`config.mk`:
```
export PLATFORM = sky130hd
export DESIGN_NAME = pcoeffPipeline
export DESIGN_NICKNAME = d
export VERILOG_FILES = /design/src/common/botTypesPkg.sv /design/src/common/pipeCtrlPkg.sv /design/src/rtl/subsetFilter/subsetFilter.sv /design/src/rtl/termFifo.sv /design/src/rtl/batchAccumulator/batchAccumulator.sv /design/src/rtl/pcoeffPipeline.sv
export SDC_FILE = /design/constraint.sdc
export NUM_CORES = 1
export LEC_CHECK = 0
export ABC_AREA = 1
export BUFFER_PORTS_ARGS = -buffer_cell sky130_fd_sc_hd__buf_2
export CORE_MARGIN = 4
export CORE_UTILIZATION = 55
export DETAILED_ROUTE_END_ITERATION = 8
export HOLD_SLACK_MARGIN = 0.12
export PLACE_DENSITY = 0.74
export SLEW_MARGIN = 25
export SYNTH_ARGS = -nofsm -noshare
export SYNTH_HDL_FRONTEND = slang
export SYNTH_SLANG_ARGS = --single-unit
export TNS_END_PERCENT = 30
```
`constraint.sdc`:
```
create_clock -name clock -period 14.6 [get_ports clock]
set_input_delay 2.19 -clock clock [delete_from_list [all_inputs] [get_ports clock]]
set_output_delay 2.19 -clock clock [all_outputs]
set_load 0.005 [all_outputs]
```
`src/common/botTypesPkg.sv`:
```
package botTypesPkg;

    // one boolean function of 7 variables as a truth-table mask
    localparam int botBits = 128;

    // batch result widths, as seen at the pipeline output
    localparam int sumBits   = 40;
    localparam int countBits = 5;

    // term range is 0 to 128, so 8 bits
    localparam int termBits = 8;

    typedef logic [botBits-1:0]   botWord;   // used for both top and bot
    typedef logic [termBits-1:0]  termWord;  // bits set in top and clear in bot
    typedef logic [sumBits-1:0]   sumWord;   // exact sum of a batch's terms
    typedef logic [countBits-1:0] countWord; // valid bots per batch, wraps mod 32

endpackage

```
`src/common/pipeCtrlPkg.sv`:
```
package pipeCtrlPkg;

    // entry layout, msb first: close flag, valid flag, term
    localparam int entryWidth = 10;
    localparam int closeBit   = 9;   // batch-close marker
    localparam int validBit   = 8;   // bot passed the subset test
    localparam int termMsb    = 7;   // term occupies [termMsb:0]

    typedef logic [entryWidth-1:0] fifoEntry;

    // accIdle has no batch open, accOpen collects, accEmit holds a result
    typedef enum logic [1:0] {
        accIdle,
        accOpen,
        accEmit
    } accState;

endpackage

```
`src/rtl/subsetFilter/subsetFilter.sv`:
```
`timescale 1ns/1ns

module subsetFilter (
    input  logic                 clock,
    input  logic                 rst,
    input  logic                 ivalid,
    input  logic                 startNewTop,
    input  botTypesPkg::botWord  bot,
    output logic                 iready,
    output logic                 pushValid,
    output pipeCtrlPkg::fifoEntry pushEntry,
    input  logic                 pushReady
);

    import botTypesPkg::*;
    import pipeCtrlPkg::*;

    botWord  topReg;     // current top function
    logic    topLoaded;  // a top has arrived since reset
    logic    botSeen;    // at least one bot since the last top
    logic    active;     // low during reset and the cycle after it

    botWord  extraBits;  // set in bot but clear in top
    botWord  keptBits;   // set in top and clear in bot
    logic    isSubset;
    termWord termCount;
    logic    inFire;

    // stage is free when empty or when its entry leaves this cycle
    assign iready = active && (!pushValid || pushReady);
    assign inFire = ivalid && iready;

    assign extraBits = bot & ~topReg;
    assign keptBits  = topReg & ~bot;
    assign isSubset  = topLoaded && (extraBits == '0); // no top yet means no subset

    // population count, always taken, zeroed later for non-subset bots
    always_comb begin
        termCount = '0;
        for (int i = 0; i < botBits; i++) begin
            termCount = termCount + termWord'(keptBits[i]);
        end
    end

    always_ff @(posedge clock) begin
        if (!rst) begin
            active    <= 1'b0;
            pushValid <= 1'b0;
            topReg    <= '0;
            topLoaded <= 1'b0;
            botSeen   <= 1'b0;
        end else begin
            active <= 1'b1;
            if (inFire) begin
                if (startNewTop) begin
                    topReg    <= bot;
                    topLoaded <= 1'b1;
                    botSeen   <= 1'b0;
                    pushValid <= botSeen; // close only if the old batch had bots
                end else begin
                    botSeen   <= 1'b1;
                    pushValid <= 1'b1;
                end
            end else if (pushReady) begin
                pushValid <= 1'b0;
            end
        end
    end

    // payload of the single register stage
    always_ff @(posedge clock) begin
        if (inFire) begin
            pushEntry[closeBit] <= startNewTop;
            pushEntry[validBit] <= !startNewTop && isSubset;
            if (!startNewTop && isSubset) begin
                pushEntry[termMsb:0] <= termCount;
            end else begin
                pushEntry[termMsb:0] <= '0;
            end
        end
    end

    // a close marker never also carries a valid term
    assert property (@(posedge clock) disable iff (!rst)
        pushValid |-> !(pushEntry[closeBit] && pushEntry[validBit]))
        else $error("subsetFilter: entry marked both close and valid");

endmodule

```
`src/rtl/termFifo.sv`:
```
`timescale 1ns/1ns

module termFifo #(
    parameter int fifoDepth = 8
) (
    input  logic                  clock,
    input  logic                  rst,
    input  logic                  pushValid,
    input  pipeCtrlPkg::fifoEntry pushEntry,
    output logic                  pushReady,
    output logic                  popValid,
    output pipeCtrlPkg::fifoEntry popEntry,
    input  logic                  popReady
);

    import pipeCtrlPkg::*;

    localparam int ptrWidth = $clog2(fifoDepth);

    // depth check at elaboration
    if (fifoDepth < 2 || (fifoDepth & (fifoDepth - 1)) != 0) begin : gDepthCheck
        $error("termFifo: fifoDepth must be a power of two, at least 2");
    end

    fifoEntry mem [fifoDepth];

    logic [ptrWidth:0] wrPtr;     // extra msb tells full from empty
    logic [ptrWidth:0] rdPtr;
    logic [ptrWidth:0] occupancy;
    logic              full;
    logic              empty;
    logic              pushFire;
    logic              popFire;

    assign empty = (wrPtr == rdPtr);
    assign full  = (wrPtr[ptrWidth] != rdPtr[ptrWidth]) &&
                   (wrPtr[ptrWidth-1:0] == rdPtr[ptrWidth-1:0]);
    assign occupancy = wrPtr - rdPtr;

    assign popValid  = !empty;
    assign pushReady = !full || popReady; // a full FIFO still takes a push when one leaves

    assign pushFire = pushValid && pushReady;
    assign popFire  = popValid && popReady;

    assign popEntry = mem[rdPtr[ptrWidth-1:0]];

    always_ff @(posedge clock) begin
        if (!rst) begin
            wrPtr <= '0;
            rdPtr <= '0;
        end else begin
            if (pushFire) begin
                wrPtr <= wrPtr + 1'b1;
            end
            if (popFire) begin
                rdPtr <= rdPtr + 1'b1;
            end
        end
    end

    always_ff @(posedge clock) begin
        if (pushFire) begin
            mem[wrPtr[ptrWidth-1:0]] <= pushEntry;
        end
    end

    // no push while full, seen as the pointers never drifting past the depth
    assert property (@(posedge clock) disable iff (!rst)
        occupancy <= fifoDepth)
        else $error("termFifo: overflow, occupancy %0d", occupancy);

    // no pop while empty; an entry only leaves once it has been pushed
    assert property (@(posedge clock) disable iff (!rst)
        popFire |-> $past(pushFire) || (occupancy > 1) || !$past(empty))
        else $error("termFifo: pop from an empty FIFO");

endmodule

```
`src/rtl/batchAccumulator/batchAccumulator.sv`:
```
`timescale 1ns/1ns

module batchAccumulator (
    input  logic                  clock,
    input  logic                  rst,
    input  logic                  popValid,
    input  pipeCtrlPkg::fifoEntry popEntry,
    output logic                  popReady,
    output logic                  ovalid,
    input  logic                  oready,
    output botTypesPkg::sumWord   summedData,
    output botTypesPkg::countWord pcoeffCount
);

    import botTypesPkg::*;
    import pipeCtrlPkg::*;

    accState  state;
    accState  nextState;
    sumWord   runSum;    // running sum of the open batch
    countWord runCount;  // wraps modulo 32 by width
    logic     popFire;
    logic     isClose;
    logic     isValid;
    termWord  entryTerm;

    assign popReady = (state != accEmit); // stall the FIFO while a result waits
    assign popFire  = popValid && popReady;
    assign ovalid   = (state == accEmit);

    assign isClose   = popEntry[closeBit];
    assign isValid   = popEntry[validBit];
    assign entryTerm = popEntry[termMsb:0];

    always_comb begin
        nextState = state;
        case (state)
            accIdle, accOpen: begin
                if (popFire) begin
                    if (isClose) begin
                        nextState = accEmit;
                    end else begin
                        nextState = accOpen; // subset or not, the batch is now open
                    end
                end
            end
            accEmit: begin
                if (oready) begin
                    nextState = accIdle; // result taken
                end
            end
            default: begin
                nextState = accIdle;
            end
        endcase
    end

    always_ff @(posedge clock) begin
        if (!rst) begin
            state    <= accIdle;
            runSum   <= '0;
            runCount <= '0;
        end else begin
            state <= nextState;
            if (popFire) begin
                if (isClose) begin
                    runSum   <= '0;
                    runCount <= '0;
                end else if (isValid) begin
                    runSum   <= runSum + sumWord'(entryTerm);
                    runCount <= runCount + 1'b1;
                end
            end
        end
    end

    // result registers, loaded once per closed batch
    always_ff @(posedge clock) begin
        if (popFire && isClose) begin
            summedData  <= runSum;
            pcoeffCount <= runCount;
        end
    end

    // held result must not move until the consumer takes it
    assert property (@(posedge clock) disable iff (!rst)
        ovalid && !oready |=> ovalid && $stable(summedData) && $stable(pcoeffCount))
        else $error("batchAccumulator: result changed while stalled");

    // the filter only closes a batch that received at least one bot
    assert property (@(posedge clock) disable iff (!rst)
        popFire && isClose |-> state == accOpen)
        else $error("batchAccumulator: close entry with no open batch");

endmodule

```
`src/rtl/pcoeffPipeline.sv`:
```
`timescale 1ns/1ns

module pcoeffPipeline #(
    parameter int fifoDepth = 8
) (
    input  logic                  clock,
    input  logic                  rst,
    input  logic                  ivalid,
    input  logic                  startNewTop,
    input  botTypesPkg::botWord   bot,
    output logic                  iready,
    output logic                  ovalid,
    input  logic                  oready,
    output botTypesPkg::sumWord   summedData,
    output botTypesPkg::countWord pcoeffCount
);

    import pipeCtrlPkg::*;

    // producer to buffer
    logic     pushValid;
    logic     pushReady;
    fifoEntry pushEntry;

    // buffer to consumer
    logic     popValid;
    logic     popReady;
    fifoEntry popEntry;

    subsetFilter filter (
        .clock      (clock),
        .rst        (rst),
        .ivalid     (ivalid),
        .startNewTop(startNewTop),
        .bot        (bot),
        .iready     (iready),
        .pushValid  (pushValid),
        .pushEntry  (pushEntry),
        .pushReady  (pushReady)
    );

    termFifo #(
        .fifoDepth(fifoDepth)
    ) fifo (
        .clock    (clock),
        .rst      (rst),
        .pushValid(pushValid),
        .pushEntry(pushEntry),
        .pushReady(pushReady),
        .popValid (popValid),
        .popEntry (popEntry),
        .popReady (popReady)
    );

    batchAccumulator accumulator (
        .clock      (clock),
        .rst        (rst),
        .popValid   (popValid),
        .popEntry   (popEntry),
        .popReady   (popReady),
        .ovalid     (ovalid),
        .oready     (oready),
        .summedData (summedData),
        .pcoeffCount(pcoeffCount)
    );

endmodule

```
==> flow_summary.toml, run 1 <==
[synthesis]
syn_nets = 2527
synth.ff_latch_count = 325
synth_area_um2 = 18200
netlist_instances = 2241
share_of_the_yosys_chip_area_belonging_to_registers_pct = 43.3
yosys_warnings = 0
synthesis.area_per_instance_um2 = 8.11
synth.lib_cells_used.distinct = 33

[critical_path]
worst-path-buf-inv = 6
critPathMostFrequentCell = "fa_1"
max_incr_delay_on_cp_ns = 0.59
critical_path.top_delay_family = "adder cells"
slowest_stage = "fa_1"
largest_fanout_of_any_net_on_the_critical_path = 3
cp.arrival_ns = 9.64
critical_path_class = "primary input to flop"
timing.critical_path.required_ns = 14.88
worstSetupStartpointType = "primary input"
worstSetupEndpointType = "flop"

[timing]
max_slew_margin_pct = 28.1
setup_viol_count_final = 0
final.setup.tns_ns = 0
top_achievable_clock_speed_mhz = 107
layout_worst_path_cycle_share_pct = 64.1
clock_skew_ns = 0.0234
final_max_slew_viol_count = 0
final_period_minus_worst_setup_slack_ns = 9.35
worst_pin_slew_ns = 1.07
rsz0062_at_grt = "no"
hold_viol = 0

[placed_design]
place_congestion = 0.920
port-buffer-count = 179
placed_cells_incl_taps = 2802
detailedPlacementHpwl_mm = 35.1

[cells_and_area]
synthToLayoutAreaGrowth_pct = 13.2
final_core_utilization_pct = 63.2
most_common_library_cell_in_the_layout_ignoring_fill_and_taps = "nand2_1"
post_route_cells_drive_above_1_share_pct = 12.8
design.final.nets = 2685
most-common-layout-cells = "nand2_1 (622), inv_1 (384), nor2_1 (224), dfxtp_1 (190), buf_2 (179)"
final-instance-count-excl-fill = 2872

[floorplanning]
core.rowCount = 66
effective_utilization_at_floorplan_pct = 55.8
design.portCount = 180
dieWidth_um = 190
die_h_um = 190
design.die.area_um2 = 36000
core_region_area_um2 = 32500

[cts]
h-tree-depth = 2
cts_hold_buffers = 0
cts-resized-gates = 0
cts.clk_slew.worst_paths_ns = 0.06
cts_tree = "built"
cts_made_buffers = 37
cts_post_setup_buffers_inserted = 0
clock-sinks = 325
clk_path_buf_depth = 3
root_buffer = "clkbuf_16"
insertion_delay_to_the_later_sink_of_the_worst_skew_pair_ns = 0.55

[status]
outcome = "finished, final reports clean"

[routing]
routed-via-count = 14800
detail_route.first_pass.iterations = 5
vias_per_cell = 5.14
drcViolationCount = 0
first_iter_violations = 1164
drt-total-wl_mm = 47.0
detail-route-antenna-nets = 0
wl_cell_um = 16.4

[grt]
grt_remaining_overflow = 0
grt_max_degree = 78
grt_usage_pct = 25.6
antenna_violations_before_repair = 10
vias_in_the_first_global_route = 14100
grt_pass1_wl_mm = 73.3

[pwr]
static_leakage_nw = 8.78
p_per_area_nw_per_um2 = 137
vdd.ir_drop.worst_mv = 0.178

[min_path]
min-delay-path-class = "flop to flop"

[run]
max_cap_violations = 0
cell usage after synthesis:
master      n  share of area (%)
nand2_1   622                 13
inv_1     384                7.9
nor2_1    231                4.8
dfxtp_1   190                 21
a21oi_1   164                4.5
edfxtp_1  135                 22
fa_1      116                 13
o21ai_0    76                2.1
nand3_1    73                2.0
or2_2      49                1.7
ha_1       37                2.5
nand4_1    32                1.1
clkbuf_1   26               0.54
buf_2      20               0.55
buf_4      18               0.74
a31oi_1     9               0.31
nor3_1      9               0.25
o22ai_1     9               0.31
xnor2_1     6               0.29
xor2_1      6               0.29
inv_2       5               0.10
nand3b_1    5               0.21
buf_6       4               0.25
a21boi_1    3               0.12
nand2_2     3               0.10
a22o_1      2              0.096
a211oi_1    1              0.041
a21boi_0    1              0.041
and2_1      1              0.034
clkinv_1    1              0.021
nor2_4      1              0.062
nor3b_1     1              0.041
nor4_1      1              0.034
where the power goes:
group,switching (W),internal [W],total (W)
registers,0.0000400,0.00104,0.00108
logic,0.000539,0.000271,0.000809
clock network,0.000386,0.000534,0.000920
total,0.000965,0.00185,0.00281
kinds of logic after synthesis:
logic type	Yosys count	synth area share [%]
buffers and inverters	458	10.1
xor gates and xnor gates	12	0.579
adders and majority gates	153	15.3
AOI/OAI and AO/OA	265	7.54
DFF	325	43.3
and+or+nand+nor	1028	23.2
final timing paths:
check	from	end	slack [ns]	cells past startpoint
max	bot[72]	filter.pushEntry[6]$_SDFFCE_PN0P_	5.25	26
min	accumulator.runSum[39]$_SDFFE_PN0P_	accumulator.summedData[39]$_DFFE_PP_	0.46	0
max reg2reg	filter.topReg[72]$_SDFFE_PN0P_	filter.pushEntry[6]$_SDFFCE_PN0P_	6.66	26
min reg2reg	accumulator.runSum[39]$_SDFFE_PN0P_	accumulator.summedData[39]$_DFFE_PP_	0.46	0
stage by stage:
step / area, µm² / worst slack [ns] / power, W / hold slack (ns)
3_3_place_gp: 19300 / 4.76 / 0.00188 / 0.445
3_5_place_dp: 19300 / 4.69 / 0.00191 / 0.455
4_1_cts: 20500 / 5.26 / 0.00284 / 0.457
6_report: 20600 / 5.25 / 0.00281 / 0.457
2_1_floorplan: 18200 / 5.18 / 0.00171 / 0.431
5_1_grt: 20600 / 4.89 / 0.00300 / 0.478
worst reg2reg max path, stage by stage (launching register included):
cell	delay, ns
dfxtp_1	0.33
inv_1	0.05
or2_2	0.29
fa_1	0.55
inv_1	0.08
fa_1	0.50
fa_1	0.51
inv_1	0.05
fa_1	0.48
fa_1	0.59
inv_1	0.07
fa_1	0.50
inv_1	0.05
fa_1	0.50
fa_1	0.53
fa_1	0.54
inv_1	0.06
fa_1	0.51
fa_1	0.49
fa_1	0.43
nand3_1	0.10
nand2_1	0.08
a21oi_1	0.13
or2_2	0.13
nand2_1	0.04
nand2_1	0.05
a21oi_1	0.06
final cells by class:
class / count / area, µm²
multi-input combinational: 1458 / 8500
inverter: 390 / 1470
timing repair buffer: 187 / 956
tap: 442 / 553
sequential: 325 / 7860
antenna: 4 / 10.0
clock inverter: 19 / 205
fill: 2829 / 12000
clock buffer: 47 / 1010
layer usage:
| metal | vias up | routed length (µm) | track usage, % |
|---|---|---|---|
| met5 | - | 106 | 0 |
| met4 | 14 | 1840 | 9.29 |
| met3 | 112 | 3130 | 4.37 |
| met2 | 508 | 23300 | 45.4 |
| met1 | 6845 | 18600 | 31.7 |
| li1 | 7272 | - | - |
sequential cells by signal, indices dropped and copies added (netlist names), named ones only:
name,flops
fifo.rdPtr,4
filter.active,1
filter.topReg,128
fifo.wrPtr,4
accumulator.runSum,40
filter.botSeen,1
accumulator.summedData,40
accumulator.runCount,5
filter.pushEntry,10
accumulator.state,2
accumulator.pcoeffCount,5
fifo.mem,80
filter.topLoaded,1
filter.pushValid,1
Note: power is estimated with default switching activity, not from simulation.
==> run 2, diff against run 1 <==
--- a/config.mk
+++ b/config.mk
@@ -5,7 +5,7 @@
 export SDC_FILE = /design/constraint.sdc
 export NUM_CORES = 1
 export LEC_CHECK = 0
-export ABC_AREA = 1
+export ABC_AREA = 0
 export BUFFER_PORTS_ARGS = -buffer_cell sky130_fd_sc_hd__buf_2
 export CORE_MARGIN = 4
 export CORE_UTILIZATION = 55
==> constraint.sdc (replaced) <==
create_clock -name clock -period 9.7 [get_ports clock]
set_input_delay 1.455 -clock clock [delete_from_list [all_inputs] [get_ports clock]]
set_output_delay 1.455 -clock clock [all_outputs]
set_load 0.005 [all_outputs]
==> flow_summary.toml, run 2 <==
[cells_and_area]
post_route_cells_drive_above_1_share_pct = 15.4
largest_register_ff_count = 128
most_common_library_cell_in_the_layout_ignoring_fill_and_taps = "inv_1"
antenna_cell_count = 0
nFillCells = 2404
most-common-layout-cells = "inv_1 (209), dfxtp_1 (189), buf_2 (178), nand3_1 (142), nand2_1 (136)"
synthToLayoutAreaGrowth_pct = 13.9
design.final.nets = 2110
top_reg_by_flops = "filter.topReg"

[synthesis]
netlist_instances = 1679
ys_async_sr_fraction_pct = 0
synth.top_cell.area_share_pct = 23.5
synth_edf_count = 135
synth.ff_latch_count = 325
synthFlopType = "dfxtp_1"
synth_commonest_cells = "inv_1 (209), dfxtp_1 (190), nand3_1 (142)"
syn_nets = 1965
synth_top_area_cell = "edfxtp_1"
share_of_the_yosys_chip_area_belonging_to_registers_pct = 45.5
synth_area_um2 = 17300
netlist_top_cells_area = "edfxtp_1 (23%), dfxtp_1 (22%), fa_1 (13%)"
post-synth-top-count-cell = "inv_1"
synth.lib_cells_used.distinct = 56
yosys_warnings = 0
synthesis.area_per_instance_um2 = 10.3

[timing]
layout_worst_path_cycle_share_pct = 90.6
worst_pin_slew_ns = 1.05
final.setup.tns_ns = 0
setup_viol_count_final = 0
hold_viol = 0
top_achievable_clock_speed_mhz = 114
final_max_slew_viol_count = 0
final_period_minus_worst_setup_slack_ns = 8.79
clock_skew_ns = 0.0204
max_slew_margin_pct = 29.5
rsz0062_at_grt = "no"

[grt]
grt_pass1_wl_mm = 66.7
vias_in_the_first_global_route = 12300
grt_usage_pct = 25.1
grt_remaining_overflow = 0
antenna_violations_before_repair = 1
grt_max_degree = 259

[critical_path]
path_cells = "buf_2 > nor2b_1 > fa_1 > inv_1 > fa_1 > fa_1 > inv_1 > fa_1 > inv_1 > fa_1 > fa_1 > fa_1 > fa_1 > fa_1 > inv_1 > fa_1 > fa_1 > fa_1 > a21o_1 > a21oi_1 > o21bai_1 > a21oi_1 > xor2_1 > nor2_1"
critical_path.top_delay_family = "adder cells"
critPathMostFrequentCell = "fa_1"
worstSetupStartpointType = "primary input"
worst-path-buf-inv = 5
max_incr_delay_on_cp_ns = 0.56
cp.arrival_ns = 9.06
critical_path_class = "primary input to flop"
worstSetupEndpointType = "flop"
slowest_stage = "fa_1"
largest_fanout_of_any_net_on_the_critical_path = 2
timing.critical_path.required_ns = 9.98

[floorplanning]
effective_utilization_at_floorplan_pct = 56.0
design.die.area_um2 = 34300
dieWidth_um = 185
core_region_area_um2 = 30800
core.rowCount = 64
design.portCount = 180
die_h_um = 185

[routing]
drcViolationCount = 0
first_iter_violations = 1115
detail-route-antenna-nets = 0
detail_route.first_pass.iterations = 5
drt-total-wl_mm = 43.3
routed-via-count = 12600
wl_cell_um = 19.3
vias_per_cell = 5.61

[min_path]
min-delay-path-class = "flop to flop"

[placed_design]
place_congestion = 0.935
port-buffer-count = 179
detailedPlacementHpwl_mm = 32.3

[run]
max_cap_violations = 0

[cts]
cts-resized-gates = 0
cts_post_setup_buffers_inserted = 0
root_buffer = "clkbuf_16"
insertion_delay_to_the_later_sink_of_the_worst_skew_pair_ns = 0.53
cts.clk_slew.worst_paths_ns = 0.06
cts_tree = "built"
cts_hold_buffers = 0
clk_path_buf_depth = 3
clock-sinks = 325
h-tree-depth = 2
cts_made_buffers = 35

[pwr]
p_per_area_nw_per_um2 = 189
static_leakage_nw = 7.71
power.total_w = 0.00371
vdd.ir_drop.worst_mv = 0.127

[status]
outcome = "finished, final reports clean"
==> run 2: stage by stage <==
stage / util, % / setup slack, ns / cells / hold WS (ns) / area (µm²)
after detailed placement: 60.0 / 0.324 / 2182 / 0.444 / 18500
after floorplan: - / 0.820 / 1679 / 0.417 / 17300
after global placement: 59.9 / 0.465 / 2181 / 0.431 / 18500
final: 63.8 / 0.912 / 2245 / 0.456 / 19700
after CTS: 63.7 / 0.860 / 2244 / 0.456 / 19600
after global routing: 63.8 / 0.630 / 2245 / 0.470 / 19700
==> run 2: cells by family after synthesis <==
logic type	after synthesis	share of synthesized area, %
xor+xnor	38	1.93
simple gates	578	17.1
fa+ha+maj	153	16.1
mux	36	3.33
compound gates	257	9.67
flops	325	45.5
buf+inv	292	6.38
==> run 2: worst min-delay path, cell delays in order (launching register included) <==
cell	delay (ns)
dfxtp_1	0.31
inv_1	0.05
a21oi_1	0.05
==> run 2: final timing paths <==
kind / startpoint / to / slack [ns] / cells past startpoint
max: bot[32] / filter.pushEntry[6]$_SDFFCE_PN0P_ / 0.91 / 24
min: filter.topLoaded$_SDFFE_PN0P_ / filter.topLoaded$_SDFFE_PN0P_ / 0.46 / 2
max reg2reg: filter.topReg[32]$_SDFFE_PN0P_ / filter.pushEntry[6]$_SDFFCE_PN0P_ / 1.56 / 23
min reg2reg: filter.topLoaded$_SDFFE_PN0P_ / filter.topLoaded$_SDFFE_PN0P_ / 0.46 / 2
==> run 2: area by class of cell <==
cell class	instances	area, µm²	area share, %
multi-input combinational	1062	8360	42.5
clock inverter	14	166	0.845
inverter	210	788	4.00
timing repair buffer	190	1040	5.27
clock buffer	48	975	4.95
tap	396	495	2.52
sequential	325	7860	39.9
==> run 2: metal layers <==
layer / GRT usage [%] / vias up / part of all wire [%]
met4: 10.3 / 2 / 4.4
met3: 3.99 / 86 / 6.7
met5: 0 / - / 0.039
met2: 42.5 / 396 / 49
met1: 32.3 / 6052 / 40
li1: - / 6061 / -
==> run 2: where the power goes <==
part	leakage (nW)	switching, W	internal (W)
logic	4.40	0.000492	0.000340
clock network	0.551	0.000557	0.000766
registers	2.76	0.0000433	0.00151
